==> src/cam_display_pkg.sv <==
package cam_display_pkg;

    // ==============================
    // vga 640x480 timing
    // ==============================
    localparam int H_ACTIVE = 640;          // clocks
    localparam int H_FRONT  = 16;
    localparam int H_SYNC   = 96;
    localparam int H_BACK   = 48;
    localparam int H_TOTAL  = 800;
    localparam int V_ACTIVE = 480;          // lines
    localparam int V_FRONT  = 10;
    localparam int V_SYNC   = 2;
    localparam int V_BACK   = 33;
    localparam int V_TOTAL  = 525;
    localparam int CNT_W    = 10;           // fits both h and v counters

    // ==============================
    // stored frame, rgb565
    // ==============================
    localparam int FB_WIDTH    = 320;
    localparam int FB_HEIGHT   = 240;
    localparam int FB_PIXELS   = FB_WIDTH * FB_HEIGHT;
    localparam int ADDR_W      = 17;
    localparam int BANK_SPLIT  = 32768;     // first word of bank 1
    localparam int BANK_ADDR_W = 16;
    localparam int PIX_W       = 16;
    localparam int COLOR_W     = 8;

    // luma weights, sum is divided by 256
    localparam int GRAY_WR = 76;
    localparam int GRAY_WG = 150;
    localparam int GRAY_WB = 26;

    // binary threshold control
    localparam int THR_INIT        = 64;
    localparam int THR_STEP        = 5;
    localparam int THR_MAX         = 255;
    localparam int DEBOUNCE_CYCLES = 16;
    localparam int DB_CNT_W        = $clog2(DEBOUNCE_CYCLES);

    // latencies
    localparam int RD_LAT   = 3;            // rd_addr to rd_data
    localparam int PIPE_LAT = RD_LAT + 1;   // counters to pins

    // display fsm encodings
    localparam logic [1:0] ST_IDLE  = 2'd0;
    localparam logic [1:0] ST_ARMED = 2'd1;
    localparam logic [1:0] ST_SHOW  = 2'd2;

endpackage
==> src/threshold_ctrl.sv <==
`timescale 1ns/1ps

module threshold_ctrl (
    input  logic                                clk_25_vga,
    input  logic                                rst_n,
    input  logic                                btn_thr_up,    // active low
    input  logic                                btn_thr_down,  // active low
    output logic [cam_display_pkg::COLOR_W-1:0] threshold
);
    import cam_display_pkg::*;

    logic [1:0]          btn_low;     // bit 0 up, bit 1 down
    logic [DB_CNT_W-1:0] db_cnt [2];  // low time so far
    logic [1:0]          stable;      // debounced press
    logic [1:0]          stable_d;
    logic [1:0]          step;        // one clock per press

    assign btn_low = {~btn_thr_down, ~btn_thr_up};

    always_ff @(posedge clk_25_vga) begin
        if (!rst_n) begin
            db_cnt[0] <= '0;
            db_cnt[1] <= '0;
            stable    <= '0;
            stable_d  <= '0;
        end else begin
            for (int i = 0; i < 2; i++) begin
                if (!btn_low[i]) begin
                    db_cnt[i] <= '0;             // released, start over
                    stable[i] <= 1'b0;
                end else if (!stable[i]) begin
                    if (db_cnt[i] == DB_CNT_W'(DEBOUNCE_CYCLES - 1)) begin
                        stable[i] <= 1'b1;
                    end else begin
                        db_cnt[i] <= db_cnt[i] + 1'b1;
                    end
                end
            end
            stable_d <= stable;
        end
    end

    assign step = stable & ~stable_d;  // rising edge only, holding does not repeat

    // saturating steps, down wins a tie
    always_ff @(posedge clk_25_vga) begin
        if (!rst_n) begin
            threshold <= COLOR_W'(THR_INIT);
        end else if (step[1]) begin
            threshold <= (threshold <= COLOR_W'(THR_STEP)) ? '0
                                                          : threshold - COLOR_W'(THR_STEP);
        end else if (step[0]) begin
            threshold <= (threshold >= COLOR_W'(THR_MAX - THR_STEP)) ? COLOR_W'(THR_MAX)
                                                                    : threshold + COLOR_W'(THR_STEP);
        end
    end

endmodule

==> config.mk <==
export PLATFORM = sky130hd
export DESIGN_NAME = threshold_ctrl
export DESIGN_NICKNAME = d
export VERILOG_FILES = /design/src/cam_display_pkg.sv /design/src/threshold_ctrl.sv
export SDC_FILE = /design/constraint.sdc
export NUM_CORES = 1
export LEC_CHECK = 0
export BUFFER_PORTS_ARGS = -buffer_cell sky130_fd_sc_hd__buf_2
export CAP_MARGIN = 20
export CELL_PAD_IN_SITES_DETAIL_PLACEMENT = 1
export CELL_PAD_IN_SITES_GLOBAL_PLACEMENT = 1
export CORE_ASPECT_RATIO = 0.6
export CORE_MARGIN = 2
export CORE_UTILIZATION = 47
export CTS_CLUSTER_SIZE = 16
export DETAILED_ROUTE_END_ITERATION = 7
export HOLD_SLACK_MARGIN = 0.02
export PLACE_DENSITY = 0.86
export SKIP_LAST_GASP = 1
export SLEW_MARGIN = 20
export SYNTH_ARGS = -nofsm -noshare
export SYNTH_HDL_FRONTEND = slang
export SYNTH_SLANG_ARGS = --single-unit
==> constraint.sdc <==
create_clock -name clk_25_vga -period 3.2 [get_ports clk_25_vga]
set_input_delay 0.64 -clock clk_25_vga [delete_from_list [all_inputs] [get_ports clk_25_vga]]
set_output_delay 0.64 -clock clk_25_vga [all_outputs]
set_load 0.05 [all_outputs]
==> results.txt <==
----------------------------------------------------
[Run status]
  Outcome ... finished clean

[Drt]
  Via/cell ratio ... 6.18
  DRC violations left ... 0
  Detail Route Antenna Nets ... 0
  Drt wl/cell ... approximately 18 um
  Count of routing violations after the opening detailed-route iteration ... slightly below 50
  Total via count after detailed routing ... around 1100
  Detailed-routing iteration count for the pre-antenna-repair pass ... 4
  Drt total wl ... 3.12 mm

[Logic synthesis]
  Post-Syn Nets ... 143
  Total of flip-flops plus latches after synthesis ... 20
  Netlist cell types ... 45
  Fraction of the yosys area taken by sequential cells ... 0.395
  Number of warnings issued by yosys ... 0
  Synth Area per Inst ... 9.15 sq um
  Cells after synthesis ... between 100 and 150
  Post-Synthesis Cell Area ... between 1000 and 1500 sq um

[STA]
  Pins over their slew limit ... 0
  RSZ-0062 raised after global routing ... false
  Total count of hold-check failures in the final report ... 0
  Shortest period the worst path allows ... approximately 2000 ps
  Fmax ... 0.489 GHz
  Summed negative setup slack over all endpoints ... 0 ps
  Worst hold margin ... about 510 ps
  Final clock period utilization by the worst path ... 0.639
  Slew at the pin closest to its max-slew limit ... 572 ps
  Final Skew ... approximately 2.7 ps
  Setup Viol. Count Final ... 0
  Normalized max-slew margin ... 0.618

[Global route]
  Vias in the first global route ... ~1100
  Global-route wire length before repair ... about 5.4 mm
  GRT Resource Usage Total ... 0.226
  Grt total ovfl ... 0
  Initial antenna violation count ... 0
  Maximum number of pins on one net before global-route repair ... 15

[Critical path]
  Required time of the critical path ... ~3400 ps
  Crit path to ... threshold[4]
  Top fanout value on the critical path ... 9
  Launch point of the worst path ... threshold[1]
  Arrival time at the worst endpoint ... approximately 2200 ps
  CP Capture Type ... flip-flop
  Critical path launch point type ... flip-flop
  Setup slack, reg-to-reg ... 1160 ps
  CP Class ... reg2reg
  Reg2reg start ... threshold[1]
  Capturing point of the worst reg2reg path ... threshold[4]
  R2R depth ... 6

[Finish]
  Count of antenna diodes in the layout ... 0
  Fraction of final layout cells with drive strength greater than 1 ... 0.162
  Total area of multi-input combinational cells ... approximately 670 sq um
  Growth of design area from synthesis to finish ... 9.66%
  Area used by sequential logic in the layout ... slightly below 500 sq um
  Net total in the final layout ... around 150
  Core utilization of the finished layout ... 0.537
  Fin cells ... approximately 170
  Final-layout fill cell count ... just over 300

[CTS]
  Root Buffer ... sky130_fd_sc_hd__clkbuf_8
  Depth of the CTS H-tree ... 1
  Post-CTS repair timing setup buffer count ... 0
  Clock Latency Late Sink ... approximately 250 ps
  Clock transition time at the flip-flop clock pins of the worst setup and hold paths ... roughly 70 ps
  CTS tree ... done
  Largest buffer count on any clock path ... 2
  Number of buffers added to fix hold violations after cts ... 0
  Number of clock buffers inserted by TritonCTS ... 3
  Clock sink total ... 20
  Number of gates given a new drive strength after cts ... 0

[Worst hold path]
  Path class of the lowest-slack min-delay path ... reg2reg

[Floorplan]
  Placeable core region ... 2490 sq um
  Total die area ... between 3000 and 4000 sq um
  Number of placement rows ... 14
  Io pins ... 12
  Die outline width ... around 70 um
  Die Height ... 43.4 um
  Initial core utilization ... 0.489

[Placement]
  Port Buffer Count ... 11
  # placed instances ... between 150 and 200
  Post-detail-place hpwl ... around 2.3 mm
  Final GP Congestion ... ~0.95

[Power and ir drop]
  Total power of the final layout ... 444 uW
  Total power density per cell area ... 332 nW/um^2
  Reg power frac ... 0.603
  Clock network power share ... 0.369
  Sw power ... ~90 uW
  Leakage power figure ... between 0.5 and 0.6 nW
  Switching Share ... 0.202
  Worst VDD drop ... 0.000202 V
  Comb pwr share ... 0.027
  Internal Power ... ~350 uW

[Job]
  # Max-Cap Violations ... 0

----------------------------------------------------
critical path: stages (launching register included):
cell                       delay (ps)
sky130_fd_sc_hd__dfxtp_1          530
sky130_fd_sc_hd__inv_1            130
sky130_fd_sc_hd__ha_1             260
sky130_fd_sc_hd__nor3b_1          510
sky130_fd_sc_hd__nor3_1           120
sky130_fd_sc_hd__a21o_1           190
sky130_fd_sc_hd__a221oi_1         220
synth_stat cells (all sizes together):
library cell | count | share of area
a211oi | 1 | 0.0062
a21o | 1 | 0.0062
a21oi | 5 | 0.021
a221oi | 1 | 0.0072
a2bb2oi | 2 | 0.025
a311oi | 1 | 0.0072
a31oi | 3 | 0.015
and2 | 2 | 0.010
buf | 4 | 0.015
clkbuf | 2 | 0.0062
dfxtp | 12 | 0.20
edfxtp | 8 | 0.20
ha | 6 | 0.062
inv | 10 | 0.031
mux2i | 1 | 0.0082
nand2 | 3 | 0.0092
nand2b | 3 | 0.015
nand3 | 3 | 0.012
nand3b | 2 | 0.012
nand4 | 1 | 0.0051
nor2 | 17 | 0.052
nor2b | 3 | 0.015
nor3 | 10 | 0.041
nor3b | 1 | 0.0062
nor4 | 1 | 0.0051
o211ai | 2 | 0.012
o21a | 2 | 0.012
o21ai | 4 | 0.016
o221a | 1 | 0.0092
o221ai | 1 | 0.0072
o22ai | 2 | 0.010
o311a | 2 | 0.016
o311ai | 1 | 0.0072
o31a | 2 | 0.015
o31ai | 4 | 0.040
or3 | 2 | 0.011
or4 | 1 | 0.0092
xnor2 | 3 | 0.022
xor2 | 3 | 0.022
final cells by class:
class | instances | area share
inverters | 10 | 0.0281
multi-input cells | 97 | 0.504
repair buffers | 12 | 0.0469
flip-flops and latches | 20 | 0.360
clock buffers | 3 | 0.0309
well taps | 32 | 0.0300
metrics by stage:
step | worst slack, ps | cell area [sq um]
2_1_floorplan | 1060 | 1220
5_1_grt | 949 | 1340
4_1_cts | 1200 | 1340
3_3_place_gp | 1340 | 1290
3_5_place_dp | 1220 | 1290
6_report | 1160 | 1340
registers in the layout, indices dropped and copies added, names as in the netlist:
name / cells
db_cnt: 8
stable: 2
stable_d: 2
threshold: 8
power by group through the flow:
stage	Combinational, mW	Clock (mW)	Sequential, mW
global route	0.0137	0.176	0.268
floorplan	0.00718	0	0.273
global placement	0.0110	0	0.273
CTS	0.0119	0.167	0.268
detailed placement	0.0119	0	0.274
finish	0.0121	0.164	0.268
worst min-delay path by stage:
stage	start	end	slack [ps]	depth (start not counted)
final	stable[1]	stable_d[1]	510	1
after global routing	stable[1]	stable_d[1]	540	1
after CTS	stable[1]	stable_d[1]	510	1
after detailed placement	stable[1]	stable_d[1]	500	1
after global placement	stable[1]	stable_d[1]	490	1
after floorplan	stable[1]	stable_d[1]	470	1
layer usage:
metal,GRT usage,wire [um],vias to the layer above
li1,-,-,508
met1,0.340,1610,527
met2,0.342,1260,40
met3,0.0605,246,0
met4,0.0231,0,0
met5,0,0,-
logic make-up after synthesis:
logic type	share of synthesized area
buf+inv	0.0524
simple gates	0.206
xor+xnor	0.0432
flops	0.395
mux	0.00822
fa+ha+maj	0.0617
compound gates	0.234
cell usage in the layout, fill, tap and decap left out, types with 3 or more instances in the layout:
master and instances:
sky130_fd_sc_hd__nor2_1 17, sky130_fd_sc_hd__dfxtp_1 12, sky130_fd_sc_hd__buf_2 11, sky130_fd_sc_hd__inv_1 10, sky130_fd_sc_hd__nor3_1 10, sky130_fd_sc_hd__edfxtp_1 8
sky130_fd_sc_hd__ha_1 6, sky130_fd_sc_hd__a21oi_1 5, sky130_fd_sc_hd__a31oi_1 3, sky130_fd_sc_hd__xnor2_1 3, sky130_fd_sc_hd__nand3_1 3, sky130_fd_sc_hd__xor2_1 3
sky130_fd_sc_hd__nor2b_1 3, sky130_fd_sc_hd__nand2b_1 3, sky130_fd_sc_hd__o21ai_0 3, sky130_fd_sc_hd__nand2_1 3, sky130_fd_sc_hd__clkbuf_8 3
Power figures use the tool's default switching activity.
