<file path="src/cam_display_pkg.sv">
package cam_display_pkg;

    // ==============================
    // vga 640x480 timing
    // ==============================
    localparam int H_ACTIVE = 640;          // clocks
    localparam int H_FRONT  = 16;
    localparam int H_SYNC   = 96;
    localparam int H_BACK   = 48;
    localparam int H_TOTAL  = 800;
    localparam int V_ACTIVE = 480;          // lines
    localparam int V_FRONT  = 10;
    localparam int V_SYNC   = 2;
    localparam int V_BACK   = 33;
    localparam int V_TOTAL  = 525;
    localparam int CNT_W    = 10;           // fits both h and v counters

    // ==============================
    // stored frame, rgb565
    // ==============================
    localparam int FB_WIDTH    = 320;
    localparam int FB_HEIGHT   = 240;
    localparam int FB_PIXELS   = FB_WIDTH * FB_HEIGHT;
    localparam int ADDR_W      = 17;
    localparam int BANK_SPLIT  = 32768;     // first word of bank 1
    localparam int BANK_ADDR_W = 16;
    localparam int PIX_W       = 16;
    localparam int COLOR_W     = 8;

    // luma weights, sum is divided by 256
    localparam int GRAY_WR = 76;
    localparam int GRAY_WG = 150;
    localparam int GRAY_WB = 26;

    // binary threshold control
    localparam int THR_INIT        = 64;
    localparam int THR_STEP        = 5;
    localparam int THR_MAX         = 255;
    localparam int DEBOUNCE_CYCLES = 16;
    localparam int DB_CNT_W        = $clog2(DEBOUNCE_CYCLES);

    // latencies
    localparam int RD_LAT   = 3;            // rd_addr to rd_data
    localparam int PIPE_LAT = RD_LAT + 1;   // counters to pins

    // display fsm encodings
    localparam logic [1:0] ST_IDLE  = 2'd0;
    localparam logic [1:0] ST_ARMED = 2'd1;
    localparam logic [1:0] ST_SHOW  = 2'd2;

endpackage
</file>
<file path="src/pixel_path.sv">
`timescale 1ns/1ps

module pixel_path (
    input  logic                                clk_25_vga,
    input  logic                                rst_n,
    input  logic [cam_display_pkg::PIX_W-1:0]   rd_data,
    input  logic                                active,
    input  logic                                hsync,
    input  logic                                vsync,
    input  logic                                video_en,
    input  logic                                sw_grayscale,
    input  logic                                sw_threshold,
    input  logic [cam_display_pkg::COLOR_W-1:0] threshold,
    output logic [cam_display_pkg::COLOR_W-1:0] vga_r,
    output logic [cam_display_pkg::COLOR_W-1:0] vga_g,
    output logic [cam_display_pkg::COLOR_W-1:0] vga_b,
    output logic                                vga_hsync,
    output logic                                vga_vsync,
    output logic                                vga_blank_n
);
    import cam_display_pkg::*;

    logic [RD_LAT-1:0]    active_sr;   // timing delayed to match the buffer
    logic [RD_LAT-1:0]    hsync_sr;
    logic [RD_LAT-1:0]    vsync_sr;
    logic [COLOR_W-1:0]   r8, g8, b8;
    logic [2*COLOR_W-1:0] gray_sum;
    logic [COLOR_W-1:0]   gray;
    logic [COLOR_W-1:0]   bin;
    logic [COLOR_W-1:0]   sel_r, sel_g, sel_b;
    logic                 show;

    always_ff @(posedge clk_25_vga) begin
        if (!rst_n) begin
            active_sr <= '0;
            hsync_sr  <= '1;        // syncs idle high
            vsync_sr  <= '1;
        end else begin
            active_sr <= {active_sr[RD_LAT-2:0], active};
            hsync_sr  <= {hsync_sr[RD_LAT-2:0], hsync};
            vsync_sr  <= {vsync_sr[RD_LAT-2:0], vsync};
        end
    end

    // rgb565 to rgb888, low bits set
    assign r8 = {rd_data[15:11], 3'b111};
    assign g8 = {rd_data[10:5], 2'b11};
    assign b8 = {rd_data[4:0], 3'b111};

    assign gray_sum = (2*COLOR_W)'(GRAY_WR * r8 + GRAY_WG * g8 + GRAY_WB * b8);
    assign gray     = gray_sum[2*COLOR_W-1:COLOR_W];   // >> 8
    assign bin      = (gray >= threshold) ? '1 : '0;

    // priority threshold, gray, colour
    always_comb begin
        if (sw_threshold) begin
            sel_r = bin;
            sel_g = bin;
            sel_b = bin;
        end else if (sw_grayscale) begin
            sel_r = gray;
            sel_g = gray;
            sel_b = gray;
        end else begin
            sel_r = r8;
            sel_g = g8;
            sel_b = b8;
        end
    end

    assign show = video_en && active_sr[RD_LAT-1];

    always_ff @(posedge clk_25_vga) begin
        if (!rst_n) begin
            vga_r       <= '0;
            vga_g       <= '0;
            vga_b       <= '0;
            vga_hsync   <= 1'b1;
            vga_vsync   <= 1'b1;
            vga_blank_n <= 1'b0;
        end else begin
            vga_r       <= show ? sel_r : '0;   // black outside picture
            vga_g       <= show ? sel_g : '0;
            vga_b       <= show ? sel_b : '0;
            vga_hsync   <= hsync_sr[RD_LAT-1];
            vga_vsync   <= vsync_sr[RD_LAT-1];
            vga_blank_n <= active_sr[RD_LAT-1];
        end
    end

    // pins trail the counter decode by the full pipe depth
    a_sync_align: assert property (@(posedge clk_25_vga) disable iff (!rst_n)
        $past(rst_n, PIPE_LAT) |-> (vga_hsync == $past(hsync, PIPE_LAT)) &&
                                   (vga_vsync == $past(vsync, PIPE_LAT)) &&
                                   (vga_blank_n == $past(active, PIPE_LAT)));

endmodule

</file>
<file path="config.mk">
export PLATFORM = sky130hd
export DESIGN_NAME = pixel_path
export DESIGN_NICKNAME = d
export VERILOG_FILES = /design/src/cam_display_pkg.sv /design/src/pixel_path.sv
export SDC_FILE = /design/constraint.sdc
export NUM_CORES = 1
export LEC_CHECK = 0
export BUFFER_PORTS_ARGS = -buffer_cell sky130_fd_sc_hd__buf_2
export CAP_MARGIN = 10
export CORE_UTILIZATION = 60
export DETAILED_ROUTE_END_ITERATION = 8
export PLACE_DENSITY_LB_ADDON = 0.3
export RECOVER_POWER = 25
export REMOVE_ABC_BUFFERS = 1
export SETUP_SLACK_MARGIN = 0.1
export SYNTH_ARGS = -nofsm -noshare
export SYNTH_HDL_FRONTEND = slang
export SYNTH_SLANG_ARGS = --single-unit
</file>
<file path="constraint.sdc">
create_clock -name clk_25_vga -period 12.7 [get_ports clk_25_vga]
set_input_delay 0.635 -clock clk_25_vga [delete_from_list [all_inputs] [get_ports clk_25_vga]]
set_output_delay 0.635 -clock clk_25_vga [all_outputs]
set_load 0.01 [all_outputs]
</file>
==> results of run 1 <==
## cell type report
cell class	instances	area, um2	area share
multi-input cells	325	2770	0.669
clock inverters	2	35.0	0.00847
inverters	67	251	0.0608
flip-flops and latches	31	621	0.150
well taps	75	93.8	0.0227
repair buffers	58	287	0.0693
clock buffers	6	82.6	0.0200
## path summary, 6_finish.rpt
check	endpoint	slack, ns	cells past startpoint
setup / recovery	vga_b[7]$_SDFF_PN0_	5.90	25
hold / removal	hsync_sr[2]$_SDFF_PN1_	0.41	1
setup reg to reg	vga_b[7]$_SDFF_PN0_	11.47	3
hold reg to reg	hsync_sr[2]$_SDFF_PN1_	0.41	1
## registers in the layout (all words and copies together), names as in the netlist
register,count
vga_vsync,1
vga_blank_n,1
vsync_sr,3
hsync_sr,3
vga_b,5
vga_r,8
vga_hsync,1
active_sr,3
vga_g,6
## power groups by stage
stage / logic [mW] / registers (mW) / clock network, mW
floorplan: 0.758 / 0.106 / 0
global placement: 0.951 / 0.104 / 0
detailed placement: 0.988 / 0.104 / 0
CTS: 0.995 / 0.102 / 0.101
global route: 1.13 / 0.102 / 0.105
finish: 1.00 / 0.102 / 0.0997
## critical path, stage by stage
cell                       delay [ns]
sky130_fd_sc_hd__buf_2           0.14
sky130_fd_sc_hd__ha_1            0.35
sky130_fd_sc_hd__fa_1            0.51
sky130_fd_sc_hd__fa_1            0.51
sky130_fd_sc_hd__inv_1           0.04
sky130_fd_sc_hd__ha_1            0.33
sky130_fd_sc_hd__o21a_1          0.14
sky130_fd_sc_hd__o21a_1          0.13
sky130_fd_sc_hd__o41ai_1         0.09
sky130_fd_sc_hd__and2_1          0.19
sky130_fd_sc_hd__a311oi_1        0.35
sky130_fd_sc_hd__fa_1            0.47
sky130_fd_sc_hd__inv_1           0.07
sky130_fd_sc_hd__ha_1            0.26
sky130_fd_sc_hd__nand2_1         0.08
sky130_fd_sc_hd__o21ai_1         0.11
sky130_fd_sc_hd__a221oi_1        0.34
sky130_fd_sc_hd__o211ai_2        0.14
sky130_fd_sc_hd__xnor2_1         0.33
sky130_fd_sc_hd__inv_1           0.08
sky130_fd_sc_hd__ha_1            0.31
sky130_fd_sc_hd__o211ai_1        0.13
sky130_fd_sc_hd__o31ai_2         0.74
sky130_fd_sc_hd__nor2_1          0.17
sky130_fd_sc_hd__a211oi_1        0.32
## layer usage
layer | routed length [um] | share of wire
met1 | 3530 | 0.44
met5 | 0 | 0
met3 | 470 | 0.059
met4 | 208 | 0.026
met2 | 3770 | 0.47
## cell usage in the layout (no fill, tap or decap), types with 3 or more instances in the layout
cell	netlist	final
sky130_fd_sc_hd__a211oi_1	6	6
sky130_fd_sc_hd__a21boi_0	3	3
sky130_fd_sc_hd__a21o_1	7	7
sky130_fd_sc_hd__a21oi_1	31	31
sky130_fd_sc_hd__and2_0	0	3
sky130_fd_sc_hd__and2_1	8	5
sky130_fd_sc_hd__buf_2	1	55
sky130_fd_sc_hd__clkbuf_1	4	3
sky130_fd_sc_hd__clkbuf_8	0	6
sky130_fd_sc_hd__dfxtp_1	31	31
sky130_fd_sc_hd__fa_1	18	18
sky130_fd_sc_hd__ha_1	79	79
sky130_fd_sc_hd__inv_1	67	67
sky130_fd_sc_hd__nand2_1	17	17
sky130_fd_sc_hd__nand2b_1	14	14
sky130_fd_sc_hd__nand4_1	3	3
sky130_fd_sc_hd__nor2_1	22	22
sky130_fd_sc_hd__nor2b_1	8	8
sky130_fd_sc_hd__nor3_1	18	18
sky130_fd_sc_hd__nor3b_1	3	3
sky130_fd_sc_hd__o211ai_1	4	4
sky130_fd_sc_hd__o21a_1	8	8
sky130_fd_sc_hd__o21ai_0	16	16
sky130_fd_sc_hd__or3_1	4	4
sky130_fd_sc_hd__xnor2_1	17	17
sky130_fd_sc_hd__xor2_1	7	7
## cells by family (layout without fill, tap and decap cells)
group	count (synthesis)	count (layout)	share of synthesized area
adders and majority gates	97	97	0.364
muxes	2	2	0.00575
xor gates and xnor gates	24	24	0.0568
AOI/OAI and AO/OA	93	93	0.163
buffers and inverters	78	133	0.0855
and+or+nand+nor	109	109	0.157
DFF	31	31	0.168
==> impl_summary.md, run 1 <==
Outcome
The flow ran to the end, and the final reports show no timing, DRC or antenna violations.

Power and ir drop
Of the total power, combinational logic draws 0.833. The static leakage power is 2.14 nW. In this run the power spent charging and discharging nets is 0.631 mW. The maximum VDD drop is 0.000244 V. The power per unit of standard cell area is 292 nW/um2. Of the total power, registers draw 0.085. Internal power comes to 0.575 mW.

The share of total power dissipated in the clock network is 0.083. The net switching fraction of the power is 0.523. The sum of internal, switching and leakage power is 1.21 mW.

Setup path
The startpoint of the worst setup timing path is rd_data[7]. The start of the worst register-to-register path is active_sr[2]$_SDFF_PN0_. The required time of the critical path is 12.89 ns. Of all nets on the critical path, the largest fanout is 14. The critical path is of the in2reg type.

The worst endpoint data arrival time is 6.99 ns. The worst setup path is captured at a flip-flop. STA classifies the critical path startpoint as a primary input.

Place
The routability-driven placement congestion ratio is 0.871. After detailed placement, the total cell area comes to 4020 um2. The HPWL reported at the end of detailed placement is 6.77 mm. The count of placed standard cells including taps is 556. The count of port buffers added during placement is 58. Timing analysis after detailed placement gives a worst setup slack of 5.66 ns.

Run
Max-cap violations in this run came to 0.

Floorplan
The chip height is 80.6 um. The chip width is 80.6 um. The core region is 5920 um2. The number of core rows is 28. The full die area is 6490 um2. 59 I/O pins were placed.

For this configuration, the core starts out at a cell density of 0.625.

Yosys
The netlist area before placement is 3700 um2. The number of synthesized register bits is 31. The commonest cells after synthesis are 79 x sky130_fd_sc_hd__ha_1, 67 x sky130_fd_sc_hd__inv_1, 31 x sky130_fd_sc_hd__a21oi_1, 31 x sky130_fd_sc_hd__dfxtp_1, 22 x sky130_fd_sc_hd__nor2_1. The most frequent cell after synthesis is sky130_fd_sc_hd__ha_1. During synthesis, Yosys emitted a total of 0 warnings. Dividing the synthesized area by the synthesized cell count gives 8.53 um2.

Counting flops with an async set or reset pin after synthesis yields a share of 0. The area share of the largest cell type after synthesis is 0.267. The synthesized design contains 0 enable-type register cells. By area the synthesized netlist is led by sky130_fd_sc_hd__ha_1 27%, sky130_fd_sc_hd__dfxtp_1 17%, sky130_fd_sc_hd__fa_1 9.7%, sky130_fd_sc_hd__inv_1 6.8%, sky130_fd_sc_hd__a21oi_1 4.2%. After synthesis, the netlist uses 50 different library cells. The share of the Yosys chip area taken by registers is 0.168. The post-synthesis instance total is 434. The primary flip-flop cell chosen by synthesis mapping is sky130_fd_sc_hd__dfxtp_1. The most area-hungry cell type in the Yosys netlist is sky130_fd_sc_hd__ha_1.

Timing
The upper clock frequency limit is 147 MHz. In the final timing run, aggregate negative setup slack is 0 ns. Setup repair after global routing left no endpoint under its margin. Measured against its own limit, the worst slew margin works out to 0.398. For the pin with the worst max-slew slack, the measured transition is 0.897 ns. The worst-case clock skew is 0.00205 ns. Dividing the final minimum period by the clock period gives 0.535. The final hold violation count is 0. The clock period minus worst slack is 6.80 ns. Setup violations remaining at the end of the flow were counted as 0. The setup slack after layout is 5.90 ns. On the final layout, the worst hold slack is 0.407 ns. The max-slew violation count is 0.

Final layout
The finished layout holds 564 standard cells, fillers aside. The synthesis-to-finish area growth is 11.7%. The fraction of final layout cells sized beyond drive strength 1 is 0.143. The count of fill cells added during filler insertion is 439. For this run, the post-layout net count is 617. After routing the design area is 4140 um2. The final design utilization is 0.698. The number of antenna diodes is 0.

Global routing
The via count of the first global-routing pass is 3025. In the global route stage, met1 resource usage came out at 0.323. In the global route stage, met2 resource usage came out at 0.469.

The first global-routing pass estimated 13.2 mm of wire. In the global route stage, overall resource usage came out at 0.264. For met3 alone, demand over resource in global routing was 0.0318.

The global routing stage identified its most utilized layer as met2. The number of antenna violations at the first check in global routing came to 0. Entering global routing, the biggest net connects 20 pins. The overflow left after global routing is 0.

Routing
The first detailed-routing pass took 4 iterations. The count of vias placed by the detailed router is 3145. The count of nets left with antenna violations after detail routing is 0. The number of DRC markers after the initial detailed-route iteration is 132. For this run, design rule violations remaining after detail routing come to 0. The average routed wire per standard cell is 14.1 um. The detail-routed via count per cell is 5.58. The total wire length after detailed routing is 7.98 mm.

CTS
The cell at the root of the clock tree is sky130_fd_sc_hd__clkbuf_8. In this run the number of H-tree levels came out at 2. The clock reaches the later pin of the worst-skew pair after 0.29 ns. Hold repair after CTS inserted 0 buffers. In this run the post-CTS setup repair buffer count came out at 0.

TritonCTS built the clock tree. The number of gates resized after CTS was 0. The number of clock buffers inserted by TritonCTS is 5.

The worst-case clock buffer depth is 2. The clock net in this run drives a total of 31 sinks. Clock-pin slew was measured on the worst setup and hold paths at 0.06 ns.

Hold path
The class of the most critical hold timing path is reg2reg. The startpoint of the worst hold path is hsync_sr[1]$_SDFF_PN1_.
(Power assumes the default switching activity.)
==> inputs of run 2 (changes only) <==
--- a/config.mk
+++ b/config.mk
@@ -5,9 +5,10 @@
 export SDC_FILE = /design/constraint.sdc
 export NUM_CORES = 1
 export LEC_CHECK = 0
+export ABC_AREA = 1
 export BUFFER_PORTS_ARGS = -buffer_cell sky130_fd_sc_hd__buf_2
 export CAP_MARGIN = 10
-export CORE_UTILIZATION = 60
+export CORE_UTILIZATION = 53
 export DETAILED_ROUTE_END_ITERATION = 8
 export PLACE_DENSITY_LB_ADDON = 0.3
 export RECOVER_POWER = 25
==> constraint.sdc (replaced) <==
create_clock -name clk_25_vga -period 5.8 [get_ports clk_25_vga]
set_input_delay 0.29 -clock clk_25_vga [delete_from_list [all_inputs] [get_ports clk_25_vga]]
set_output_delay 0.29 -clock clk_25_vga [all_outputs]
set_load 0.01 [all_outputs]
==> run 2 against run 1 <==
Against the previous run:
- cell area rose by 9.4%
- clock skew rose by 0.0020 ns
- die area rose by 20%
==> impl_summary.md, run 2 <==
Timing
Setup repair after global routing left no endpoint under its margin. The final setup TNS is 0 ns. The max-slew violation count is 0. The final hold violation count is 0. The clock period minus worst slack is 5.37 ns.

Based on the critical path, the design can be clocked at up to 186 MHz. Final hold analysis gives a worst-case slack of 0.176 ns. The worst pin sits at a relative slew slack of 0.573. For the pin with the worst max-slew slack, the measured transition is 0.639 ns.

The post-route fraction of the period consumed by the critical path is 0.926. Setup violations remaining at the end of the flow were counted as 0. The clock arrives with 0.00409 ns of skew.

Routing
The final layout contains routed wiring with a total length of 8.74 mm. For this block, the initial DRC count from the detailed router was 213. In the final routed layout, each cell accounts on average for 12.5 um. For this run, the detailed router's first-pass iteration total came to 5. Using the TritonRoute via totals, the vias-per-cell ratio works out to 5.14.

The count of nets left with antenna violations after detail routing is 0. The count of vias placed by the detailed router is 3585. After detailed routing, the number of remaining DRC violations is 0.

Global routing
The number of antenna violations at the first check in global routing came to 0. The first global-routing pass estimated 14.5 mm of wire. Summed over all layers, the global routing overflow is 0. The maximum number of pins on one net before global-route repair is 20. The combined global-route utilization of all metal layers is 0.237. The via count of the first global-routing pass is 3325.

Final layout
In the final layout, the registers with the most flip-flops are vga_r x8, vga_g x6, vga_b x5. The most frequent standard cell in the layout excluding fill and tap cells is sky130_fd_sc_hd__nand2_1. In the layout the commonest cells are 122 x sky130_fd_sc_hd__nand2_1, 101 x sky130_fd_sc_hd__inv_1, 71 x sky130_fd_sc_hd__ha_1. The fraction of final layout cells sized beyond drive strength 1 is 0.185.

The final-stage net count is 727. The number of antenna diodes is 0. Measured on the finished design, the core utilization comes to 0.627. Counting flops per register, the top entry is vga_r. The register with the most flip-flops in the layout has 8 of them. The count of fill cells added during filler insertion is 686. The synthesis-to-finish area growth is 14.8%.

Setup path
In this design, the stage delay of the slowest critical-path cell is 0.51 ns. The required time of the critical path is 5.99 ns. The start of the worst register-to-register path is active_sr[2]$_SDFF_PN0_.

The worst endpoint data arrival time is 5.56 ns. The maximum fanout along the worst path is 19. The category of the worst setup path capture point is a flip-flop. The critical path is of the in2reg type. The cell family contributing the most delay on the critical path is adder cells. The critical path launch point type is a primary input.

The number of buffers and inverters on the critical path is 3. The slowest cell on the critical path is sky130_fd_sc_hd__fa_1. The startpoint of the worst setup timing path is rd_data[8]. Counting stages on the worst path, the most repeated cell is sky130_fd_sc_hd__nand2_1.

CTS
The clock insertion delay at the later pin of the skew report is 0.28 ns. The cell sitting at the root of the clock tree is a sky130_fd_sc_hd__clkbuf_8. The CTS H-tree depth is 2. The clock passes through at most 2 buffers. The number of clock sinks seen by CTS is 31. The CTS tree is built.

The number of clock buffers inserted by TritonCTS is 5. Clock-pin slew was measured on the worst setup and hold paths at 0.06 ns.

Yosys
The share of synthesized area in the top cell type comes to 0.251. By count the netlist is led by 123 x sky130_fd_sc_hd__nand2_1, 101 x sky130_fd_sc_hd__inv_1, 79 x sky130_fd_sc_hd__ha_1, 48 x sky130_fd_sc_hd__a21oi_1, 31 x sky130_fd_sc_hd__dfxtp_1. The post-synthesis instance total is 540.

The share of the Yosys chip area taken by registers is 0.157. The synthesized design contains 31 register bits. The primary flip-flop cell chosen by synthesis mapping is sky130_fd_sc_hd__dfxtp_1. Ranked by total cell area, the synthesized netlist is headed by sky130_fd_sc_hd__ha_1 25%, sky130_fd_sc_hd__dfxtp_1 16%, sky130_fd_sc_hd__nand2_1 12%, sky130_fd_sc_hd__inv_1 9.6%, sky130_fd_sc_hd__fa_1 9.1%. For this run, the number of Yosys warnings is 0. A synthesized cell averages 7.30 um2. The number of flops mapped to enable cells by yosys is 0. The synthesized netlist occupies a cell area of 3940 um2. Among all cell types in the netlist, the one instantiated most often is sky130_fd_sc_hd__nand2_1. Counting flops with an async set or reset pin after synthesis yields a share of 0.

The most area-hungry cell type in the Yosys netlist is sky130_fd_sc_hd__ha_1. The number of different library cells in the post-synthesis netlist is 36.

Floorplan
The core region is 7210 um2. From left edge to right edge, the die measures 88.3 um. After floorplanning, the core was divided into 31 placement rows. The initial utilization of the core area, before any placement, comes to 0.547. The floorplan step defined a die boundary enclosing 7790 um2. The die is 88.3 um tall. 59 I/O pins were placed.

Place
The HPWL reported at the end of detailed placement is 7.56 mm. The routability-driven placement congestion ratio is 0.948. The count of port buffers added during placement is 58.

Hold path
The startpoint identified for the worst hold timing path is vsync. The tightest min-delay check is of the in2reg type.

Run
The total of max-cap violations is 0.

Outcome
The flow ran to the end, and the final reports show no timing, DRC or antenna violations.
## run 2: worst paths after layout
check	end	slack (ns)	cells past startpoint
setup reg to reg	vga_r[5]$_SDFF_PN0_	4.64	4
hold reg to reg	vsync_sr[1]$_SDFF_PN1_	0.40	2
hold / removal	vsync_sr[0]$_SDFF_PN1_	0.18	3
setup / recovery	vga_r[5]$_SDFF_PN0_	0.43	28
## run 2: area by class of cell
cell class	count	area, um2	share of cell area
clock buffer	6	82.6	0.0182
clock inverter	2	35.0	0.00774
inverter	107	402	0.0887
multi-input combinational	392	2950	0.652
sequential	31	621	0.137
tap	99	124	0.0274
timing repair buffer	61	309	0.0683
## run 2: per-layer routing
metal	vias up	GRT usage	wire (um)
met1	1626	0.300	3830
met3	15	0.0187	518
met5	-	0	0
li1	1828	-	-
met2	116	0.440	4280
met4	0	0.0469	114
## run 2: stage by stage
step,instance area [um2],std cells,setup WS [ns]
2_1_floorplan,3880,530,0.506
3_3_place_gp,4320,690,0.0636
3_5_place_dp,4320,690,-0.109
4_1_cts,4440,698,0.166
5_1_grt,4530,698,0.112
6_report,4530,698,0.428
## run 2: repair_timing
item                       in CTS  in global routing
setup endpoints to repair       0                 19
resized for setup               0                 22
hold buffers                    0                  0
buffers inserted                0                  0
## run 2: worst min-delay path: stages
cell and delay [ns]:
sky130_fd_sc_hd__buf_2 0.07, sky130_fd_sc_hd__inv_1 0.03, sky130_fd_sc_hd__nand2_1 0.04
## run 2: cell families (layout without fill, tap and decap cells)
kind of cell	after synthesis	in the layout	synth area share
AOI/OAI and AO/OA	83	83	0.117
xor gates and xnor gates	25	25	0.0593
adders and majority gates	97	97	0.342
buffers and inverters	117	176	0.117
DFF	31	31	0.157
and+or+nand+nor	187	187	0.207
Power of run 2 is left out: the tool's default activity adds up to more than one toggle a clock period on the data nets, which glitch-free logic cannot reach.
