### src/cam_display_pkg.sv
package cam_display_pkg;

    // ==============================
    // vga 640x480 timing
    // ==============================
    localparam int H_ACTIVE = 640;          // clocks
    localparam int H_FRONT  = 16;
    localparam int H_SYNC   = 96;
    localparam int H_BACK   = 48;
    localparam int H_TOTAL  = 800;
    localparam int V_ACTIVE = 480;          // lines
    localparam int V_FRONT  = 10;
    localparam int V_SYNC   = 2;
    localparam int V_BACK   = 33;
    localparam int V_TOTAL  = 525;
    localparam int CNT_W    = 10;           // fits both h and v counters

    // ==============================
    // stored frame, rgb565
    // ==============================
    localparam int FB_WIDTH    = 320;
    localparam int FB_HEIGHT   = 240;
    localparam int FB_PIXELS   = FB_WIDTH * FB_HEIGHT;
    localparam int ADDR_W      = 17;
    localparam int BANK_SPLIT  = 32768;     // first word of bank 1
    localparam int BANK_ADDR_W = 16;
    localparam int PIX_W       = 16;
    localparam int COLOR_W     = 8;

    // luma weights, sum is divided by 256
    localparam int GRAY_WR = 76;
    localparam int GRAY_WG = 150;
    localparam int GRAY_WB = 26;

    // binary threshold control
    localparam int THR_INIT        = 64;
    localparam int THR_STEP        = 5;
    localparam int THR_MAX         = 255;
    localparam int DEBOUNCE_CYCLES = 16;
    localparam int DB_CNT_W        = $clog2(DEBOUNCE_CYCLES);

    // latencies
    localparam int RD_LAT   = 3;            // rd_addr to rd_data
    localparam int PIPE_LAT = RD_LAT + 1;   // counters to pins

    // display fsm encodings
    localparam logic [1:0] ST_IDLE  = 2'd0;
    localparam logic [1:0] ST_ARMED = 2'd1;
    localparam logic [1:0] ST_SHOW  = 2'd2;

endpackage
### src/vga_timing.sv
`timescale 1ns/1ps

module vga_timing (
    input  logic                               clk_25_vga,
    input  logic                               rst_n,
    output logic                               hsync,
    output logic                               vsync,
    output logic                               active,
    output logic                               frame_start,
    output logic [cam_display_pkg::ADDR_W-1:0] rd_addr
);
    import cam_display_pkg::*;

    logic [CNT_W-1:0]  h_cnt;     // column within the line
    logic [CNT_W-1:0]  v_cnt;     // line within the frame
    logic [ADDR_W-1:0] row_base;  // (v_cnt/2) * FB_WIDTH, built by adding
    logic              line_end;

    assign line_end = (h_cnt == CNT_W'(H_TOTAL - 1));

    always_ff @(posedge clk_25_vga) begin
        if (!rst_n) begin
            h_cnt    <= '0;
            v_cnt    <= '0;
            row_base <= '0;
        end else if (line_end) begin
            h_cnt <= '0;
            if (v_cnt == CNT_W'(V_TOTAL - 1)) begin
                v_cnt    <= '0;
                row_base <= '0;                          // back to stored row 0
            end else begin
                v_cnt <= v_cnt + 1'b1;
                // every second visible line moves to the next stored row
                if (v_cnt[0] && (v_cnt < CNT_W'(V_ACTIVE))) begin
                    row_base <= row_base + ADDR_W'(FB_WIDTH);
                end
            end
        end else begin
            h_cnt <= h_cnt + 1'b1;
        end
    end

    // negative polarity syncs
    assign hsync = !((h_cnt >= CNT_W'(H_ACTIVE + H_FRONT)) &&
                     (h_cnt <  CNT_W'(H_ACTIVE + H_FRONT + H_SYNC)));
    assign vsync = !((v_cnt >= CNT_W'(V_ACTIVE + V_FRONT)) &&
                     (v_cnt <  CNT_W'(V_ACTIVE + V_FRONT + V_SYNC)));
    assign active = (h_cnt < CNT_W'(H_ACTIVE)) && (v_cnt < CNT_W'(V_ACTIVE));

    // one pulse, first clock of the vsync pulse
    assign frame_start = (h_cnt == '0) && (v_cnt == CNT_W'(V_ACTIVE + V_FRONT));

    assign rd_addr = row_base + ADDR_W'(h_cnt[CNT_W-1:1]);  // column halved

    // ==============================
    // checks
    // ==============================
    a_cnt_range: assert property (@(posedge clk_25_vga) disable iff (!rst_n)
        (h_cnt < CNT_W'(H_TOTAL)) && (v_cnt < CNT_W'(V_TOTAL)));

    a_rd_addr_range: assert property (@(posedge clk_25_vga) disable iff (!rst_n)
        active |-> (rd_addr < ADDR_W'(FB_PIXELS)));

endmodule

### config.mk
export PLATFORM = sky130hd
export DESIGN_NAME = vga_timing
export DESIGN_NICKNAME = d
export VERILOG_FILES = /design/src/cam_display_pkg.sv /design/src/vga_timing.sv
export SDC_FILE = /design/constraint.sdc
export NUM_CORES = 1
export LEC_CHECK = 0
export BUFFER_PORTS_ARGS = -buffer_cell sky130_fd_sc_hd__buf_2
export CAP_MARGIN = 40
export CORE_UTILIZATION = 45
export DETAILED_ROUTE_END_ITERATION = 16
export SLEW_MARGIN = 20
export SYNTH_ARGS = -nofsm -noshare
export SYNTH_HDL_FRONTEND = slang
export SYNTH_SLANG_ARGS = --single-unit
### constraint.sdc
create_clock -name clk_25_vga -period 2.5 [get_ports clk_25_vga]
set_clock_uncertainty 0.1 [all_clocks]
set_input_delay 0.375 -clock clk_25_vga [delete_from_list [all_inputs] [get_ports clk_25_vga]]
set_output_delay 0.375 -clock clk_25_vga [all_outputs]
set_load 0.03 [all_outputs]
==> results.sh, run 1 <==
export IMPL_period_needed_ps=2370
export IMPL_io_pins=23
export IMPL_placed_area_sq_mm=0.00217
export IMPL_synth_top_area_share_pct=29.8
export IMPL_first_iter_violations=113
export IMPL_cts_tree="yes"
export IMPL_start_kind="register"
export IMPL_grt_use_total_pct=19.5
export IMPL_drv_slew=0
export IMPL_fin_area_sq_mm=0.00236
export IMPL_cts_root_buf="clkbuf_8"
export IMPL_start_util_pct=47.1
export IMPL_synthesis_area_sq_mm=0.00208
export IMPL_hold_depth=2
export IMPL_cap_violations=0
export IMPL_worstHoldStart="rst_n"
export IMPL_finalSetupViolations=0
export IMPL_fp_dieW_um=70
export IMPL_drc=0
export IMPL_syn_nets=253
export IMPL_syn_inst=242
export IMPL_ys_warn_count=0
export IMPL_vias_per_cell=5.75
export IMPL_num_rows=24
export IMPL_antenna_found_initial=0
export IMPL_p_leak_nw=0.935
export IMPL_wl_um=4480
export IMPL_ys_seq_area_share_pct=29.8
export IMPL_clock_latency_ps=280
export IMPL_async_flop_share_pct=0
export IMPL_path_clk_slew_ps=70
export IMPL_synth_most_common_cell="dfxtp_1"
export IMPL_slew_headroom_pct=67.5
export IMPL_dp_hpwl_um=3170
export IMPL_yosysUniqueCellTypes=55
export IMPL_worstPathRequired_ps=2030
export IMPL_wl_per_cell_um=14.5
export IMPL_avgSynthCellArea_sq_um=8.60
export IMPL_final_nets=267
export IMPL_period_share_pct=94.7
export IMPL_grt_max_degree=15
export IMPL_rsz0062_at_grt="true"
export IMPL_dp_slack_ps=266
export IMPL_gp_congestion=0.747
export IMPL_dr_pass1_iters=5
export IMPL_vias=1776
export IMPL_fmax_mhz=423
export IMPL_peakVddDrop_mv=0.268
export IMPL_ff2ff_setup_slack_ps=410
export IMPL_synth_area_top_cells="dfxtp_1, ha_1, xor2_1"
export IMPL_powerDensity_mw_per_mm2=449
export IMPL_grt_ovfl_total=0
export IMPL_worstPathArrival_ps=1890
export IMPL_fp_dieArea_sq_mm=0.00490
export IMPL_clock_sinks=31
export IMPL_status="finished, final reports clean"
export IMPL_drtAntennaViolNets=0
export IMPL_cts_max_path_buffers=2
export IMPL_hold_end="row_base[12]"
export IMPL_synth_common_cells="dfxtp_1, nor2_1, a21oi_1, nand2_1, xor2_1"
export IMPL_io_buffers=22
export IMPL_drive_gt1_share_pct=22.6
export IMPL_cts_hold_buffers=0
export IMPL_total_power_mw=1.06
export IMPL_tns_ps=0
export IMPL_synthFlopType="dfxtp_1"
export IMPL_r2r_end="v_cnt[3]"
export IMPL_layout_setup_ws_ps=134
export IMPL_reg2reg_depth=7
export IMPL_rr_startpoint="h_cnt[1]"
export IMPL_die_h_um=70
export IMPL_grt_pass1_vias=1597
export IMPL_crit_fanout=8
export IMPL_hold_viol=0
export IMPL_grt_pass1_wl_um=7690
export IMPL_postLayoutCoreUtil_pct=53.4
export IMPL_worstSetupEndpointType="output port"
export IMPL_crit_type="register to output port"
export IMPL_cts_buffers=5
export IMPL_hold_class="input port to register"
export IMPL_antenna_cells=0
export IMPL_h_tree_depth=2
export IMPL_yosys_register_bits=31
export IMPL_syn_to_final_growth_pct=13.2
export IMPL_core_area_sq_mm=0.00441
export IMPL_worstMarginPinSlew_ps=487
export IMPL_synth_edf_count=0
export IMPL_yosys_area_top_type="dfxtp_1"
-- worst max-delay path, stage by stage, from the launching register on --
cell	delay, ps
dfxtp_2	350
ha_4	270
a21o_1	130
a21oi_1	80
buf_4	170
nor4bb_4	260
xor2_1	170
buf_4	180
-- where the power goes --
group	total (mW)	leakage, nW	internal, mW	switching, mW
Combinational	0.0317	0.621	0.00929	0.0224
Sequential	0.501	0.253	0.495	0.00601
Clock	0.525	0.0612	0.323	0.202
-- cell usage in the layout (no fill, tap or decap), types with 3 or more instances in the layout --
| cell | instances |
|---|---|
| nand2_1 | 14 |
| nand3_1 | 7 |
| nand4_1 | 10 |
| nor2_1 | 20 |
| dfxtp_1 | 27 |
| nor4_1 | 3 |
| inv_1 | 7 |
| clkbuf_8 | 6 |
| or4_1 | 3 |
| nor3_1 | 6 |
| ha_1 | 8 |
| o221a_1 | 3 |
| and3_1 | 6 |
| xnor2_1 | 10 |
| o31ai_1 | 4 |
| nand2b_1 | 4 |
| buf_2 | 21 |
| buf_4 | 8 |
| o21ai_0 | 10 |
| xor2_1 | 11 |
| and4_1 | 4 |
| a21oi_1 | 14 |
-- cells by family (layout without fill, tap and decap cells) --
family                     after synthesis  in the layout  share of synthesized area [%]
and+or+nand+nor                        102            102                           31.7
xor gates and xnor gates                21             21                           8.84
adders and majority gates                9              9                           5.41
AOI/OAI and AO/OA                       50             50                           16.7
DFF                                     31             31                           29.8
buffers and inverters                   29             44                           7.52
-- metal layers --
| metal | vias to the layer above | routed length [um] | global-route usage, % |
|---|---|---|---|
| met5 | - | 0 | 0 |
| li1 | 911 | - | - |
| met1 | 831 | 2280 | 26.5 |
| met4 | 0 | 54 | 5.56 |
| met3 | 5 | 118 | 4.47 |
| met2 | 29 | 2030 | 31.1 |
-- registers in the layout, summed over array words and instances, names as in the netlist --
name,cells
h_cnt,10
row_base,11
v_cnt,10
-- cell type report --
type / count / area, sq um
tap: 52 / 65.1
sequential: 31 / 631
clock buffer: 6 / 82.6
inverter: 7 / 26.3
multi-input combinational: 182 / 1350
timing repair buffer: 29 / 165
clock inverter: 2 / 35.0
fill: 430 / 2060
-- per-stage QoR --
stage | hold slack [ps] | cells
6_report | 346 | 309
5_1_grt | 355 | 309
4_1_cts | 339 | 308
3_5_place_dp | 374 | 300
3_3_place_gp | 359 | 300
2_1_floorplan | 340 | 242
-- worst max path at each step --
| stage | end | depth (start not counted) | startpoint | slack [ps] |
|---|---|---|---|---|
| 6_report | rd_addr[13] | 7 | row_base[7] | 130 |
| 5_1_grt | rd_addr[13] | 7 | row_base[6] | -8 |
| 4_1_cts | rd_addr[13] | 7 | h_cnt[8] | 20 |
| 3_5_place_dp | rd_addr[13] | 7 | h_cnt[8] | 270 |
| 3_3_place_gp | rd_addr[13] | 7 | h_cnt[8] | 280 |
| 2_1_floorplan | frame_start | 4 | v_cnt[6] | 80 |
-- what timing repair did --
action | in CTS | in global routing
pin swaps | 0 | 2
gates resized for setup | 4 | 9
setup endpoints to repair | 1 | 8
buffers inserted | 0 | 1
(Power assumes the default switching activity.)
==> run 2: changes to the inputs <==
--- a/config.mk
+++ b/config.mk
@@ -9,6 +9,8 @@
 export CAP_MARGIN = 40
 export CORE_UTILIZATION = 45
 export DETAILED_ROUTE_END_ITERATION = 16
+export PLACE_DENSITY = 0.66
+export SETUP_SLACK_MARGIN = 0.15
 export SLEW_MARGIN = 20
 export SYNTH_ARGS = -nofsm -noshare
 export SYNTH_HDL_FRONTEND = slang
==> constraint.sdc (replaced) <==
create_clock -name clk_25_vga -period 2.1 [get_ports clk_25_vga]
set_clock_uncertainty 0.1 [all_clocks]
set_input_delay 0.315 -clock clk_25_vga [delete_from_list [all_inputs] [get_ports clk_25_vga]]
set_output_delay 0.315 -clock clk_25_vga [all_outputs]
set_load 0.03 [all_outputs]
==> run 2 against run 1 <==
First-iteration DRC count is 17% lower. Clock power is 13% lower. Largest cell class unchanged. Critical endpoint unchanged. Critical path depth is 1 lower. The run now ends with negative setup slack left. Critical path type unchanged.
==> results.sh, run 2 (synthesis gave the netlist of run 1 again) <==
export IMPL_rr_startpoint="v_cnt[1]"
export IMPL_vias_per_cell=5.74
export IMPL_crit_fanout=8
export IMPL_cap_violations=0
export IMPL_final_cell_mix="buf_4, nor2_1, dfxtp_1, nand2_1"
export IMPL_cpPeakStageDelay_ps=350
export IMPL_layout_setup_ws_ps=-131
export IMPL_worstPathRequired_ps=1680
export IMPL_grt_pass1_wl_um=8470
export IMPL_fp_dieW_um=70
export IMPL_path_clk_slew_ps=70
export IMPL_io_pins=23
export IMPL_worstMarginPinSlew_ps=499
export IMPL_r2r_end="row_base[15]"
export IMPL_hold_end="row_base[12]"
export IMPL_p_int_uw=839
export IMPL_first_iter_violations=94
export IMPL_hold_viol=0
export IMPL_syn_to_final_growth_pct=33.4
export IMPL_drtAntennaViolNets=0
export IMPL_cpLargestDelayFamily="flip-flops"
export IMPL_io_buffers=22
export IMPL_antenna_cells=0
export IMPL_drive_gt1_share_pct=41.5
export IMPL_start_kind="register"
export IMPL_final_nets=299
export IMPL_dp_hpwl_um=3510
export IMPL_regArea_sq_um=648
export IMPL_finalSetupViolations=8
export IMPL_cts_hold_buffers=0
export IMPL_fillCellCount=381
export IMPL_num_rows=24
export IMPL_grt_ovfl_total=0
export IMPL_grt_use_total_pct=21.4
export IMPL_final_cell_count_no_fill=341
export IMPL_crit_start="row_base[7]"
export IMPL_ff2ff_setup_slack_ps=240
export IMPL_crit_type="register to output port"
export IMPL_fp_dieArea_sq_mm=0.00490
export IMPL_multiInputGateArea_sq_mm=0.00149
export IMPL_status="finished with violations"
export IMPL_cts_buffers=5
export IMPL_grt_max_degree=13
export IMPL_gp_congestion=0.802
export IMPL_postLayoutCoreUtil_pct=62.9
export IMPL_cts_root_buf="clkbuf_8"
export IMPL_drv_slew=0
export IMPL_path_buf_inv=1
export IMPL_worstSetupEndpointType="output port"
export IMPL_core_area_sq_mm=0.00441
export IMPL_drc=0
export IMPL_worstHoldStart="rst_n"
export IMPL_rsz0062_at_grt="true"
export IMPL_cts_max_path_buffers=2
export IMPL_reg2reg_depth=7
export IMPL_tns_ps=-716
export IMPL_slowest_stage="dfxtp_4"
export IMPL_start_util_pct=47.1
export IMPL_cts_tree="yes"
export IMPL_peakVddDrop_mv=0.258
export IMPL_period_needed_ps=2230
export IMPL_slew_headroom_pct=66.7
export IMPL_clock_sinks=31
export IMPL_clock_latency_ps=280
export IMPL_netSwitchingFraction_pct=23.6
export IMPL_worstPathCellList="ha_4 > a21o_1 > a21oi_4 > nor4bb_4 > xor2_2 > buf_6"
export IMPL_wl_um=4950
export IMPL_p_leak_nw=1.16
export IMPL_combPwrFrac_pct=4.5
export IMPL_seq_power_share_pct=54.1
export IMPL_fmax_mhz=448
export IMPL_period_share_pct=106
export IMPL_fin_worst_hold_slack_ps=304
export IMPL_power_switching_uw=259
export IMPL_antenna_found_initial=0
export IMPL_vias=1956
export IMPL_dp_cells=319
export IMPL_dr_pass1_iters=4
export IMPL_hold_depth=2
export IMPL_grt_pass1_vias=1839
export IMPL_powerDensity_mw_per_mm2=395
export IMPL_violations="negative setup slack"
export IMPL_clock_power_share_pct=41.5
export IMPL_largestRegisters="row_base x11, h_cnt x10, v_cnt x10"
export IMPL_die_h_um=70
export IMPL_dp_slack_ps=72.8
export IMPL_h_tree_depth=2
export IMPL_hold_class="input port to register"
export IMPL_wl_per_cell_um=14.5
export IMPL_largest_register_ffs=11
export IMPL_largest_register="row_base"
export IMPL_layout_commonest_cell="buf_4"
export IMPL_cp_depth=6
export IMPL_worstPathArrival_ps=1820
## run 2: area by class of cell
cell class                      instances  area share (%)
Clock inverter                          1           0.180
Timing Repair Buffer                   61            16.9
Tap cell                               52            2.34
Inverter                                7           0.946
Clock buffer                            7            2.75
Sequential cell                        31            23.3
Multi-Input combinational cell        182            53.5
## run 2: what timing repair did
item | CTS | global route
gates resized for setup | 37 | 12
setup endpoints to repair | 10 | 28
hold endpoints to repair | 0 | 0
setup buffers | 7 | 7
pin swaps | 16 | 8
## run 2: power by group through the flow
| stage | registers, mW | clock network, mW | logic [mW] |
|---|---|---|---|
| 6_report | 0.594 | 0.456 | 0.0489 |
| 5_1_grt | 0.594 | 0.495 | 0.0536 |
| 4_1_cts | 0.593 | 0.473 | 0.0481 |
| 3_5_place_dp | 0.610 | 0 | 0.0469 |
| 3_3_place_gp | 0.610 | 0 | 0.0471 |
| 2_1_floorplan | 0.610 | 0 | 0.0338 |
## run 2: worst max path at each step
| stage | slack, ps | to |
|---|---|---|
| detailed placement | 70 | rd_addr[13] |
| global route | -200 | rd_addr[15] |
| global placement | 80 | frame_start |
| CTS | -180 | rd_addr[13] |
| finish | -130 | rd_addr[13] |
| floorplan | 70 | frame_start |
## run 2: routing by layer
metal	up-vias	GRT usage (%)	share of wire, %
met4	0	7.56	1.2
met2	30	35.1	48
li1	983	-	-
met1	937	27.7	48
met5	-	0	0
met3	6	4.62	2.5
## run 2: worst reg2reg max path: stages (launching register included)
cell and delay (ps):
dfxtp_4 350, buf_4 130, inv_1 40, ha_1 170
and4bb_2 250, and4_4 220, o21ai_1 290, o221a_1 240
## run 2: metrics by stage
step / total power [mW] / instance area (sq um)
2_1_floorplan: 0.644 / 2190
3_3_place_gp: 0.657 / 2440
3_5_place_dp: 0.657 / 2440
4_1_cts: 1.11 / 2690
5_1_grt: 1.14 / 2780
6_report: 1.10 / 2780
==> run 3: changes to the inputs <==
--- a/config.mk
+++ b/config.mk
@@ -9,7 +9,6 @@
 export CAP_MARGIN = 40
 export CORE_UTILIZATION = 45
 export DETAILED_ROUTE_END_ITERATION = 16
-export PLACE_DENSITY = 0.66
 export SETUP_SLACK_MARGIN = 0.15
 export SLEW_MARGIN = 20
 export SYNTH_ARGS = -nofsm -noshare
==> constraint.sdc (replaced) <==
create_clock -name clk_25_vga -period 2.6 [get_ports clk_25_vga]
set_clock_uncertainty 0.1 [all_clocks]
set_input_delay 0.39 -clock clk_25_vga [delete_from_list [all_inputs] [get_ports clk_25_vga]]
set_output_delay 0.39 -clock clk_25_vga [all_outputs]
set_load 0.03 [all_outputs]
==> run 3 against run 2 <==
The run now ends clean. Non-clock buffer count decreased by 33. Global-route usage decreased by 1.1 points. Clock-buffer cell count unchanged. Setup slack improved by 320 ps. Hold slack improved by 78 ps. Largest power group unchanged. Final area decreased by 17%. Critical endpoint unchanged. Critical path type unchanged. First-iteration DRC count increased by 5.3%. Sequential power decreased by 19%. Power decreased by 19%.
==> results.sh, run 3 (synthesis gave the netlist of run 1 again) <==
export IMPL_status="finished, final reports clean"
export IMPL_drtAntennaViolNets=0
export IMPL_crit_fanout=8
export IMPL_hold_end="row_base[16]"
export IMPL_ff2ff_setup_slack_ps=410
export IMPL_worstMarginPinSlew_ps=522
export IMPL_wl_um=4650
export IMPL_slew_headroom_pct=65.2
export IMPL_antenna_cells=0
export IMPL_syn_to_final_growth_pct=11.2
export IMPL_largest_register_ffs=11
export IMPL_tns_ps=0
export IMPL_cap_violations=0
export IMPL_seq_power_share_pct=54.6
export IMPL_dp_hpwl_um=3270
export IMPL_wl_per_cell_um=15.1
export IMPL_core_area_sq_mm=0.00441
export IMPL_worstPathArrival_ps=1920
export IMPL_antenna_found_initial=0
export IMPL_peakVddDrop_mv=0.246
export IMPL_vias_per_cell=5.84
export IMPL_fp_dieArea_sq_mm=0.00490
export IMPL_drv_slew=0
export IMPL_grt_pass1_vias=1647
export IMPL_drive_gt1_share_pct=21.5
export IMPL_grt_max_degree=15
export IMPL_crit_type="register to output port"
export IMPL_fillCellCount=436
export IMPL_drc=0
export IMPL_p_int_uw=675
export IMPL_grt_ovfl_total=0
export IMPL_final_nets=266
export IMPL_io_pins=23
export IMPL_p_leak_nw=0.911
export IMPL_clock_sinks=31
export IMPL_fp_dieW_um=70
export IMPL_hold_viol=0
export IMPL_fin_worst_hold_slack_ps=381
export IMPL_largestRegisters="row_base x11, h_cnt x10, v_cnt x10"
export IMPL_vias=1800
export IMPL_cts_root_buf="clkbuf_8"
export IMPL_period_share_pct=92.9
export IMPL_combPwrFrac_pct=3.6
export IMPL_worstPathRequired_ps=2110
export IMPL_worstHoldStart="rst_n"
export IMPL_total_power_uw=885
export IMPL_h_tree_depth=2
export IMPL_first_iter_violations=99
export IMPL_fmax_mhz=414
export IMPL_rr_startpoint="h_cnt[1]"
export IMPL_io_buffers=22
export IMPL_cts_max_path_buffers=2
export IMPL_gp_congestion=0.788
export IMPL_dp_slack_ps=340
export IMPL_rsz0062_at_grt="true"
export IMPL_grt_use_total_pct=20.3
export IMPL_cts_tree="yes"
export IMPL_layout_commonest_cell="dfxtp_1"
export IMPL_finalSetupViolations=0
export IMPL_final_cell_mix="dfxtp_1, nor2_1, buf_2, nand2_1"
export IMPL_hold_class="input port to register"
export IMPL_largest_register="row_base"
export IMPL_layout_setup_ws_ps=185
export IMPL_clock_latency_ps=280
export IMPL_dr_pass1_iters=4
export IMPL_placed_area_sq_mm=0.00217
export IMPL_die_h_um=70
export IMPL_power_switching_uw=210
export IMPL_cts_buffers=5
export IMPL_grt_pass1_wl_um=8060
export IMPL_reg2reg_depth=6
export IMPL_hold_depth=2
export IMPL_num_rows=24
export IMPL_start_util_pct=47.1
export IMPL_netSwitchingFraction_pct=23.7
export IMPL_clock_power_share_pct=41.8
export IMPL_worstSetupEndpointType="output port"
export IMPL_powerDensity_mw_per_mm2=382
export IMPL_period_needed_ps=2410
export IMPL_fin_area_sq_mm=0.00231
export IMPL_r2r_end="v_cnt[8]"
export IMPL_start_kind="register"
export IMPL_path_clk_slew_ps=70
-- run 3: per-stage QoR --
step	instances	util, %
3_5_place_dp	300	49.2
5_1_grt	308	52.4
6_report	308	52.4
4_1_cts	308	51.8
3_3_place_gp	300	49.2
2_1_floorplan	242	-
-- run 3: power groups by stage --
| stage | clock (mW) | combinational, mW | sequential [mW] |
|---|---|---|---|
| 2_1_floorplan | 0 | 0.0273 | 0.493 |
| 3_3_place_gp | 0 | 0.0320 | 0.495 |
| 3_5_place_dp | 0 | 0.0316 | 0.495 |
| 4_1_cts | 0.383 | 0.0318 | 0.484 |
| 5_1_grt | 0.398 | 0.0348 | 0.484 |
| 6_report | 0.370 | 0.0316 | 0.483 |
-- run 3: area by class of cell --
type	count	area, sq um	area share (%)
tap	52	65.1	2.81
sequential	31	628	27.1
inverter	7	26.3	1.14
multi-input combinational	182	1340	57.9
clock inverter	1	5.00	0.216
clock buffer	7	76.3	3.30
timing repair buffer	28	173	7.46
-- run 3: how the worst max path moves through the flow --
stage                  endpoint      from  slack [ps]
floorplan           frame_start  v_cnt[6]         160
global placement    rd_addr[13]  h_cnt[8]         360
detailed placement  rd_addr[13]  h_cnt[8]         340
CTS                 rd_addr[13]  h_cnt[8]         130
global route        rd_addr[13]  h_cnt[7]          50
finish              rd_addr[13]  h_cnt[8]         190
-- run 3: repair_timing --
action,CTS,global route
cloned,0,0
resized for setup,10,8
hold buffers,0,0
setup buffers,0,0
setup endpoints to repair,7,8
hold endpoints to repair,0,0
-- run 3: worst max-delay path, cell delays in order, from the launching register on --
cell and delay (ps):
dfxtp_4 370, ha_4 270, a21o_1 150, a21oi_2 70
buf_4 160, nor4bb_4 280, xor2_1 160, buf_4 170
-- run 3: routing by layer --
layer	vias up	wire, um	GRT usage (%)
met4	0	57	7.33
met5	-	0	0
met1	837	2270	27.4
li1	914	-	-
met3	6	156	4.04
met2	43	2160	32.2
